==> config.mk <==
export PLATFORM = sky130hd
export DESIGN_NAME = pifo_top
export DESIGN_NICKNAME = d
export VERILOG_FILES = /design/src/pifo_pkg.sv /design/src/pifo_insert_locator.sv /design/src/pifo_calendar.sv /design/src/pifo_pop_stage.sv /design/src/pifo_top.sv
export SDC_FILE = /design/constraint.sdc
export NUM_CORES = 2
export LEC_CHECK = 0
export ABC_AREA = 0
export BUFFER_PORTS_ARGS = -buffer_cell sky130_fd_sc_hd__buf_4
export CAP_MARGIN = 5
export CORE_AREA = 2 2 323 325
export DETAILED_ROUTE_END_ITERATION = 10
export DIE_AREA = 0 0 325 327
export HOLD_SLACK_MARGIN = 0.1
export PLACE_DENSITY = 0.43
export SLEW_MARGIN = 20
export SYNTH_ARGS = -nofsm -noshare
export SYNTH_HDL_FRONTEND = slang
export SYNTH_SLANG_ARGS = --single-unit
export TNS_END_PERCENT = 100
==> constraint.sdc <==
create_clock -name clk -period 5 [get_ports clk]
set_clock_uncertainty 0.1 [all_clocks]
set_input_delay 0.5 -clock clk [delete_from_list [all_inputs] [get_ports clk]]
set_output_delay 0.5 -clock clk [all_outputs]
set_load 0.005 [all_outputs]
==> src/pifo_pkg.sv <==
package pifo_pkg;

    //////////////////////////////////////////////////
    // entry widths
    //////////////////////////////////////////////////

    // rank decides the order, lower leaves first
    localparam int rank_w = 16;
    localparam int field_w = 11;

    // calendar depth used when the top level sets nothing else
    localparam int default_depth = 16;

    //////////////////////////////////////////////////
    // calendar entry
    //////////////////////////////////////////////////

    // {valid, rank, field} in 28 bits
    typedef struct packed {
        logic               valid;
        logic [rank_w-1:0]  rank;
        logic [field_w-1:0] field;
    } pifo_entry_t;

    //////////////////////////////////////////////////
    // operation decoded per cycle
    //////////////////////////////////////////////////

    typedef enum logic [2:0] {
        op_idle,
        op_insert,
        op_pop,
        // head leaves, new entry placed in order
        op_pop_insert,
        // new entry goes straight to the output
        op_bypass
    } pifo_op_e;

endpackage

==> src/pifo_insert_locator.sv <==
`timescale 1ns/10ps

module pifo_insert_locator #(
    parameter int DEPTH = pifo_pkg::default_depth,
    // one extra code so that "behind the last entry" can be named
    localparam int idx_w = $clog2(DEPTH + 1)
) (
    input  logic                                 insert_en,
    input  logic [pifo_pkg::rank_w-1:0]          insert_rank,
    input  logic [pifo_pkg::field_w-1:0]         insert_field,
    input  logic                                 pop_en,
    input  pifo_pkg::pifo_entry_t [DEPTH-1:0]    entries,
    output pifo_pkg::pifo_op_e                   op,
    output logic [idx_w-1:0]                     slot,
    output pifo_pkg::pifo_entry_t                new_entry
);

    // one bit per slot, set where the new entry would sit in front
    logic [DEPTH-1:0] cmp;

    //////////////////////////////////////////////////
    // comparator array
    //////////////////////////////////////////////////

    always_comb
    begin
        for (int i = 0; i < DEPTH; i++)
        begin
            // strict compare keeps ties behind the older entries
            cmp[i] = (insert_rank < entries[i].rank) || !entries[i].valid;
        end
    end

    //////////////////////////////////////////////////
    // priority encoder
    //////////////////////////////////////////////////

    // lowest set bit wins, no bit set means past the tail
    always_comb
    begin
        slot = idx_w'(DEPTH);
        for (int i = DEPTH - 1; i >= 0; i--)
        begin
            if (cmp[i])
            begin
                slot = idx_w'(i);
            end
        end
    end

    //////////////////////////////////////////////////
    // operation decode
    //////////////////////////////////////////////////

    always_comb
    begin
        new_entry.valid = insert_en;
        new_entry.rank = insert_rank;
        new_entry.field = insert_field;
    end

    always_comb
    begin
        op = pifo_pkg::op_idle;
        if (pop_en && insert_en)
        begin
            // slot 0 covers both a smaller rank and an empty calendar
            if (slot == '0)
            begin
                op = pifo_pkg::op_bypass;
            end
            else
            begin
                op = pifo_pkg::op_pop_insert;
            end
        end
        else if (insert_en)
        begin
            op = pifo_pkg::op_insert;
        end
        else if (pop_en && entries[0].valid)
        begin
            op = pifo_pkg::op_pop;
        end
    end

endmodule

==> src/pifo_calendar.sv <==
`timescale 1ns/10ps

module pifo_calendar #(
    parameter int DEPTH = pifo_pkg::default_depth,
    localparam int idx_w = $clog2(DEPTH + 1)
) (
    input  logic                                 clk,
    input  logic                                 rstn,
    input  pifo_pkg::pifo_op_e                   op,
    input  logic [idx_w-1:0]                     slot,
    input  pifo_pkg::pifo_entry_t                new_entry,
    output pifo_pkg::pifo_entry_t [DEPTH-1:0]    entries,
    output pifo_pkg::pifo_entry_t                head,
    output logic                                 empty
);

    // next calendar contents
    pifo_pkg::pifo_entry_t [DEPTH-1:0] entries_nxt;

    //////////////////////////////////////////////////
    // shift and write per opcode
    //////////////////////////////////////////////////

    always_comb
    begin
        int unsigned slot_n;

        slot_n = slot;
        entries_nxt = entries;

        case (op)
            pifo_pkg::op_insert:
            begin
                for (int i = 0; i < DEPTH; i++)
                begin
                    // open a gap at slot, tail side moves back
                    if (i == slot_n)
                    begin
                        entries_nxt[i] = new_entry;
                    end
                    else if (i > slot_n)
                    begin
                        entries_nxt[i] = entries[i-1];
                    end
                end
            end

            pifo_pkg::op_pop:
            begin
                for (int i = 0; i < DEPTH - 1; i++)
                begin
                    entries_nxt[i] = entries[i+1];
                end
                entries_nxt[DEPTH-1] = '0;
            end

            pifo_pkg::op_pop_insert:
            begin
                // head leaves, front part closes up onto the new entry
                for (int i = 0; i < DEPTH - 1; i++)
                begin
                    if (i + 1 < slot_n)
                    begin
                        entries_nxt[i] = entries[i+1];
                    end
                    else if (i + 1 == slot_n)
                    begin
                        entries_nxt[i] = new_entry;
                    end
                end
                // full calendar with the new rank behind every entry
                if (slot_n == DEPTH)
                begin
                    entries_nxt[DEPTH-1] = new_entry;
                end
            end

            // bypass and idle leave the calendar alone
            default:
            begin
                entries_nxt = entries;
            end
        endcase
    end

    //////////////////////////////////////////////////
    // calendar registers
    //////////////////////////////////////////////////

    always_ff @(posedge clk)
    begin
        if (rstn)
        begin
            entries <= '0;
        end
        else
        begin
            entries <= entries_nxt;
        end
    end

    assign head = entries[0];
    // sorted with no gaps, so an invalid head means nothing stored
    assign empty = !entries[0].valid;

endmodule

==> src/pifo_pop_stage.sv <==
`timescale 1ns/10ps

module pifo_pop_stage (
    input  logic                         clk,
    input  logic                         rstn,
    input  pifo_pkg::pifo_op_e           op,
    input  pifo_pkg::pifo_entry_t        head,
    input  pifo_pkg::pifo_entry_t        new_entry,
    output logic                         out_valid,
    output logic [pifo_pkg::rank_w-1:0]  out_rank,
    output logic [pifo_pkg::field_w-1:0] out_field,
    output logic                         insert_credit
);

    logic                  pop_sel;
    logic                  pop_done;
    pifo_pkg::pifo_entry_t out_src;

    // every opcode that sends an entry out
    assign pop_sel = (op == pifo_pkg::op_pop) || (op == pifo_pkg::op_pop_insert) ||
                     (op == pifo_pkg::op_bypass);

    // bypass takes the incoming entry, the rest take the head
    assign out_src = (op == pifo_pkg::op_bypass) ? new_entry : head;

    always_ff @(posedge clk)
    begin
        if (pop_sel)
        begin
            out_rank <= out_src.rank;
            out_field <= out_src.field;
        end
    end

    always_ff @(posedge clk)
    begin
        if (rstn)
        begin
            pop_done <= 1'b0;
        end
        else
        begin
            pop_done <= pop_sel;
        end
    end

    // one slot freed per entry sent out
    assign out_valid = pop_done;
    assign insert_credit = pop_done;

endmodule

==> src/pifo_top.sv <==
`timescale 1ns/10ps

module pifo_top #(
    parameter int DEPTH = pifo_pkg::default_depth
) (
    input  logic                         clk,
    input  logic                         rstn,
    input  logic                         insert_en,
    input  logic [pifo_pkg::rank_w-1:0]  insert_rank,
    input  logic [pifo_pkg::field_w-1:0] insert_field,
    input  logic                         pop_en,
    output logic                         out_valid,
    output logic [pifo_pkg::rank_w-1:0]  out_rank,
    output logic [pifo_pkg::field_w-1:0] out_field,
    output logic                         insert_credit,
    output logic                         empty
);

    localparam int idx_w = $clog2(DEPTH + 1);

    pifo_pkg::pifo_entry_t [DEPTH-1:0] entries;
    pifo_pkg::pifo_entry_t             head;
    pifo_pkg::pifo_entry_t             new_entry;
    pifo_pkg::pifo_op_e                op;
    logic [idx_w-1:0]                  slot;

    //////////////////////////////////////////////////
    // decode and placement, same cycle
    //////////////////////////////////////////////////

    pifo_insert_locator #(
        .DEPTH(DEPTH)
    ) locator_i (
        .insert_en(insert_en),
        .insert_rank(insert_rank),
        .insert_field(insert_field),
        .pop_en(pop_en),
        .entries(entries),
        .op(op),
        .slot(slot),
        .new_entry(new_entry)
    );

    pifo_calendar #(
        .DEPTH(DEPTH)
    ) calendar_i (
        .clk(clk),
        .rstn(rstn),
        .op(op),
        .slot(slot),
        .new_entry(new_entry),
        .entries(entries),
        .head(head),
        .empty(empty)
    );

    //////////////////////////////////////////////////
    // output register
    //////////////////////////////////////////////////

    pifo_pop_stage pop_stage_i (
        .clk(clk),
        .rstn(rstn),
        .op(op),
        .head(head),
        .new_entry(new_entry),
        .out_valid(out_valid),
        .out_rank(out_rank),
        .out_field(out_field),
        .insert_credit(insert_credit)
    );

endmodule

== Yosys cells after proc, flatten, opt, wreduce, memory -nomap -nowiden ==
Index checks and enable logic that the tools add are counted.

* Order comparisons: 46
* Equality and inequality tests: 52
* Muxes and demuxes: 84
* Reductions and logical operators: 54

{| class="wikitable"
|+ Operators by type and width
! cell !! number
|-
| $mux W28 || 62
|-
| $pmux W448 S3 || 1
|-
| $lt A16 B16 Y1 || 16
|-
| $ne A3 B1 Y1 const B || 30
|-
| $mux W5 || 16
|-
| $reduce_and A3 Y1 || 16
|-
| $eq A4 B5 Y1 const A || 8
|-
| $gt A4 B5 Y1 const A || 8
|-
| $lt A4 B5 Y1 const A || 8
|-
| $mux W27 || 1
|-
| $eq A3 B5 Y1 const A || 4
|-
| $gt A3 B5 Y1 const A || 4
|-
| $lt A3 B5 Y1 const A || 4
|-
| $logic_or A1 B1 Y1 || 18
|-
| $logic_not A1 Y1 || 16
|-
| $eq A2 B5 Y1 const A || 2
|-
| $gt A2 B5 Y1 const A || 2
|-
| $lt A2 B5 Y1 const A || 2
|-
| $eq A3 B2 Y1 const B || 2
|-
| $mux W3 || 2
|-
| $eq A1 B5 Y1 const A || 1
|-
| $eq A5 B5 Y1 const B || 1
|-
| $gt A1 B5 Y1 const A || 1
|-
| $logic_not A5 Y1 || 1
|-
| other kinds (7) || 10
|}

* Register bits after elaboration: 476
* Input bits: 31
* Output and inout bits: 30
* Word-level logic and storage cells: 287

== Logic depth before layout (Yosys ltp) ==
* Word-level depth: 24
* Mapped depth: 17

== Modules after synthesis ==
A second synthesis with hierarchy kept.

* Cells, all modules: 4300
* Area total of the unflattened synthesis: 34393.0 um2

{| class="wikitable"
|+ Modules (own cells, without submodules)
! module !! times used !! cells an instance !! area an instance (um2)
|-
| pifo_calendar || 1 || 3300 || 26583.0
|-
| pifo_insert_locator || 1 || 937 || 6563.8
|-
| pifo_pop_stage || 1 || 63 || 1246.2
|}

== Worst setup path before layout ==
Ideal clock, no wire load.

* Path type: input to register
* From: in insert_rank[4] (netlist bit)
* To: reg calendar_i.entries[368] (netlist name)
* Library setup time: 0.140 ns
* Arrival time: 3.619 ns
* Slack: 1.141 ns
* Stages on the path: 14
* Buffers on the path: 2
* Cells stage by stage: ha_1 > a21o_1 > a2111oi_0 > o21ai_0 > a31o_2 > and2_0 > clkbuf_1 > nand4_1 > nor3_1 > a32oi_2 > buf_2 > mux2_2 > a221oi_1 > a211oi_1

* Word-level cells in the longest chain between the ends: 24
* Elaborated cells on any way between the ends: 65

{| class="wikitable"
|+ RTL lines
! element !! line !! text
|-
| from (decl) || pifo_top.sv:9 || <nowiki>input logic [pifo_pkg::rank_w-1:0] insert_rank,</nowiki>
|-
| $lt A16 B16 Y1 || pifo_insert_locator.sv:30 || <nowiki>cmp[i] = (insert_rank < entries[i].rank) || !entries[i].valid;</nowiki>
|-
| $logic_or A1 B1 Y1 || pifo_insert_locator.sv:30 ||
|-
| $mux W5 (15 in a row) || pifo_insert_locator.sv:44 || <nowiki>if (cmp[i])</nowiki>
|-
| $mux W5 * || pifo_insert_locator.sv:44 ||
|-
| $logic_not A5 Y1 || pifo_insert_locator.sv:68 || <nowiki>if (slot == '0)</nowiki>
|-
| $mux W3 || pifo_insert_locator.sv:68 ||
|-
| $mux W3 || pifo_insert_locator.sv:65 || <nowiki>if (pop_en && insert_en)</nowiki>
|-
| $eq A3 B2 Y1 or $eq A3 B1 Y1 (tied branches) || pifo_calendar.sv:31 || <nowiki>case (op)</nowiki>
|-
| $ne A3 B1 Y1 (no source line) or $reduce_bool A3 Y1 (tied branches) || -- ||
|-
| $reduce_and A3 Y1 (no source line) || -- ||
|}

Every way passes the cells marked *; elsewhere a longest branch is shown, timed or not.
A chain may end at the register's enable or synchronous reset.

== Worst setup path after layout ==
* From: reg calendar_i.entries[328] (netlist name)
* To: reg calendar_i.entries[401] (netlist name)

* Word-level cells in the longest chain between the ends: 20
* Elaborated cells on any way between the ends: 31

{| class="wikitable"
|+ RTL lines
! element !! line
|-
| $lt A16 B16 Y1 * || pifo_insert_locator.sv:30
|-
| $logic_or A1 B1 Y1 * || pifo_insert_locator.sv:30
|-
| $mux W5 * (12 in a row) || pifo_insert_locator.sv:44
|-
| $logic_not A5 Y1 || pifo_insert_locator.sv:68
|-
| $mux W3 || pifo_insert_locator.sv:68
|-
| $mux W3 || pifo_insert_locator.sv:65
|-
| $eq A3 B2 Y1 or $eq A3 B1 Y1 (tied branches) || pifo_calendar.sv:31
|-
| $ne A3 B1 Y1 (no source line) or $reduce_bool A3 Y1 (tied branches) || --
|-
| $reduce_and A3 Y1 (no source line) || --
|}

Marks and branches as above.

==> out/metrics.csv <==
stage,metric,value,unit
global_routing,number of global-route vias before repair,28942,
timing,Slew HR,0.355,
clock_tree,Clock Latency Late Sink,0.66,ns
place,DP HPWL,85.3,mm
synthesis,Mapped Area,30600,sq um
synthesis,Synthesis Warnings,0,
setup_path,"Buf+Inv Stages, Crit Path",3,
setup_path,critical path cell sequence,"inv_1, ha_1, nand4_1, a2111o_1, o22ai_1, o311a_1, o21ai_1, o211ai_4, a221o_2, buf_12, a31oi_1, a31oi_1, nand3b_2, buf_12, o2bb2ai_1",
run,Max-Cap Viols,0,
global_routing,all-layer global routing usage,0.216,
detailed_routing,Routed Antenna Nets,0,
detailed_routing,First DRT Iteration DRCs,2826,
synthesis,count of unique library cells instantiated by Yosys,100,
detailed_routing,WL met3,5.04,mm
floorplan,die extent in x,325,microns
setup_path,CP max-delay cell,a31oi_1,
cells_and_area,Layout Utilization,0.347,
synthesis,Post-synth EDFFs,27,
timing,Worst-Margin Slew,0.964,ns
power,Pwr Density,309,nW/um^2
power,Sw Ratio,0.317,
clock_tree,Root Driver,clkbuf_16,
detailed_routing,top layer used by detailed routing,met4,
setup_path,CP top delay family,compound AO/OA/AOI/OAI gates,
setup_path,"Req. time, crit path",5.49,ns
place,pre-CTS worst setup slack,0.101,ns
timing,unrepaired setup endpoints after global routing,false,
timing,Final Max Tran Viols,0,
outcome,status,completed,
setup_path,worst path arrival time,5.02,ns
min_path,worst hold-check path type,in2reg,
timing,worst setup margin,0.467,ns
detailed_routing,DRC violations left,0,
synthesis,cells after synthesis,3579,
cells_and_area,Fillers,10702,
synthesis,Synth Register Bits,476,
clock_tree,Max Buffers Root-to-Sink,3,
synthesis,Main synth FF type,dfxtp_1,
timing,min Tclk post-route,4.53,ns
synthesis,"Avg Cell Area, Syn",8.55,sq um
setup_path,crit end category,flop,
global_routing,initial antenna violation count,1,
setup_path,CP peak stage delay,0.60,ns
cells_and_area,Area growth syn-to-layout,16.8,%
floorplan,Die Y,327,microns
setup_path,source of the critical timing path,calendar_i.entries[328],
setup_path,r2r startpoint,calendar_i.entries[328],
place,Port-buffer cells,60,
timing,Final Hold Vio Count,0,
floorplan,die area,106000,sq um
power,Clock Power Share,0.392,
cells_and_area,"most common cell after layout, fill and taps aside",dfxtp_1,
cells_and_area,Multi-input gate area,18500,sq um
cells_and_area,"commonest non-fill, non-tap cells in the layout","449 x dfxtp_1, 370 x nor2_1, 297 x nand2_1",
detailed_routing,WL met2,55.7,mm
detailed_routing,routed len/inst,23.6,microns
detailed_routing,Via density,5.79,
detailed_routing,Metal-1 WL,54.5,mm
setup_path,Startpoint Class,flop,
setup_path,critical path class,reg2reg,
floorplan,Starting Density,0.297,
power,power share of the combinational group,0.201,
setup_path,Worst Path Max Fanout,25,
power,Flop pwr share,0.407,
global_routing,largest net degree at the start of global routing,110,
power,Internal Power,7.53,mW
detailed_routing,Vias,28981,
min_path,hold path start,insert_field[8],
cells_and_area,Nets,3852,
timing,endpoints failing setup,0,
timing,Setup TNS,0,ns
global_routing,gr ovfl total,0,
clock_tree,CTS tree,done,
power,Peak VDD IR,258,uV
clock_tree,post-cts repair resize count,0,
power,P_sw,3.50,mW
synthesis,syn_nets,3850,
cells_and_area,layout cell share with drive strength beyond 1,0.155,
clock_tree,total clock sinks,476,
clock_tree,clock slew at the register clock pins of the worst setup and hold paths,0.06,ns
floorplan,CORE AREA,103000,sq um
place,Placer Congestion,0.886,
timing,final worst-path cycle share,0.907,
floorplan,# IOs,61,
cells_and_area,register area,9800,sq um
power,Lkg Pwr,12.7,nW
timing,Fmax,0.221,GHz
clock_tree,Num CTS Buffers,59,
clock_tree,H-tree depth,2,
floorplan,FP Rows,118,
cells_and_area,antenna cells,0,
synthesis,register area share after synthesis,0.320,
global_routing,first-pass GRT wire length,183,mm
synthesis,share of flip-flops with an asynchronous set or reset,0,
detailed_routing,Total Routed Length,118,mm
detailed_routing,first drt pass iteration count,10,
-- worst reg2reg max path: cells and delay by family (launching register included) --
| kind | cells | cell delay [ns] |
|---|---|---|
| compound gates | 9 | 2.58 |
| fa+ha+maj | 1 | 0.32 |
| flops | 1 | 0.38 |
| simple gates | 2 | 0.57 |
| buf+inv | 3 | 0.52 |
-- cells by family after synthesis --
| logic type | after synthesis | share of synthesized area |
|---|---|---|
| fa+ha+maj | 240 | 0.0982 |
| mux | 133 | 0.0468 |
| simple gates | 899 | 0.126 |
| buf+inv | 593 | 0.0794 |
| flops | 476 | 0.320 |
| compound gates | 1238 | 0.329 |
-- repair_timing --
action / 4_1_cts / 5_1_grt
hold endpoints to repair: 1 / 0
buffers inserted: 0 / 0
hold buffers: 1 / 0
-- power by group through the flow --
stage	logic [mW]	registers, mW	clock network [mW]
4_1_cts	2.22	4.49	4.45
3_5_place_dp	2.20	4.57	0
3_3_place_gp	2.19	4.58	0
5_1_grt	2.49	4.53	4.57
6_report	2.22	4.49	4.32
2_1_floorplan	1.50	4.42	0
-- worst paths after layout --
| path | end | slack, ns | cells after the start |
|---|---|---|---|
| setup / recovery | calendar_i.entries[401] | 0.47 | 15 |
| hold / removal | calendar_i.entries[316] | 0.14 | 3 |
| setup reg to reg | calendar_i.entries[401] | 0.47 | 15 |
| hold reg to reg | calendar_i.entries[84] | 0.39 | 2 |
-- synth_stat cells, types with 5 or more instances --
master | instances | share of area
dfxtp_1 | 449 | 0.29
nor2_1 | 379 | 0.047
nand2_1 | 298 | 0.037
inv_1 | 256 | 0.031
ha_1 | 240 | 0.098
clkbuf_1 | 237 | 0.029
a221oi_1 | 214 | 0.061
a211oi_1 | 201 | 0.049
a222oi_1 | 161 | 0.053
a21oi_1 | 126 | 0.021
a311oi_1 | 90 | 0.026
mux2_2 | 80 | 0.029
a22oi_1 | 74 | 0.018
o21ai_0 | 67 | 0.011
buf_2 | 66 | 0.011
nor3_1 | 64 | 0.010
mux2i_1 | 53 | 0.017
nand2b_1 | 47 | 0.0096
nand3_1 | 36 | 0.0059
a31oi_1 | 32 | 0.0065
o22ai_1 | 29 | 0.0059
o2bb2ai_1 | 28 | 0.0080
edfxtp_1 | 27 | 0.027
a211oi_2 | 24 | 0.0098
nand4_1 | 20 | 0.0041
a21o_1 | 19 | 0.0047
buf_4 | 18 | 0.0044
a22o_1 | 16 | 0.0046
o21a_1 | 16 | 0.0039
a221o_1 | 13 | 0.0043
o21ai_1 | 12 | 0.0020
and3_1 | 11 | 0.0023
o21ai_2 | 9 | 0.0026
a221oi_2 | 8 | 0.0039
buf_1 | 8 | 0.00098
and2_1 | 7 | 0.0014
buf_6 | 7 | 0.0026
o2111ai_1 | 7 | 0.0020
o31ai_1 | 7 | 0.0017
a21boi_0 | 6 | 0.0015
or3_1 | 6 | 0.0012
a2111oi_0 | 5 | 0.0014
a31o_2 | 5 | 0.0014
o211ai_1 | 5 | 0.0012
-- per-layer routing --
layer / vias up / global-route usage
met5: - / 0
met4: 0 / 0.0584
met3: 159 / 0.0211
met2: 734 / 0.362
met1: 14249 / 0.297
li1: 13839 / -
-- registers in the layout, indices dropped and copies added (netlist names) --
name	count
pop_stage_i.out_rank	16
pop_stage_i.out_field	11
calendar_i.entries	448
pop_stage_i.insert_credit	1
-- per-stage QoR --
step	instances	hold WS (ns)	cell area, sq um	total power [mW]
global route	5007	0.129	35700	11.6
floorplan	3579	0.343	30600	5.92
finish	5007	0.143	35700	11.0
detailed placement	4899	0.376	33800	6.78
CTS	5007	0.106	35700	11.2
global placement	4899	0.375	33800	6.77
-- layout make-up --
type	count	share of cell area
tap	1380	0.0483
timing repair buffer	277	0.0788
inverter	257	0.0270
clock inverter	18	0.00361
clock buffer	89	0.0496
multi-input combinational	2510	0.518
sequential	476	0.274
No activity file was read; power rests on OpenSTA's default activity.
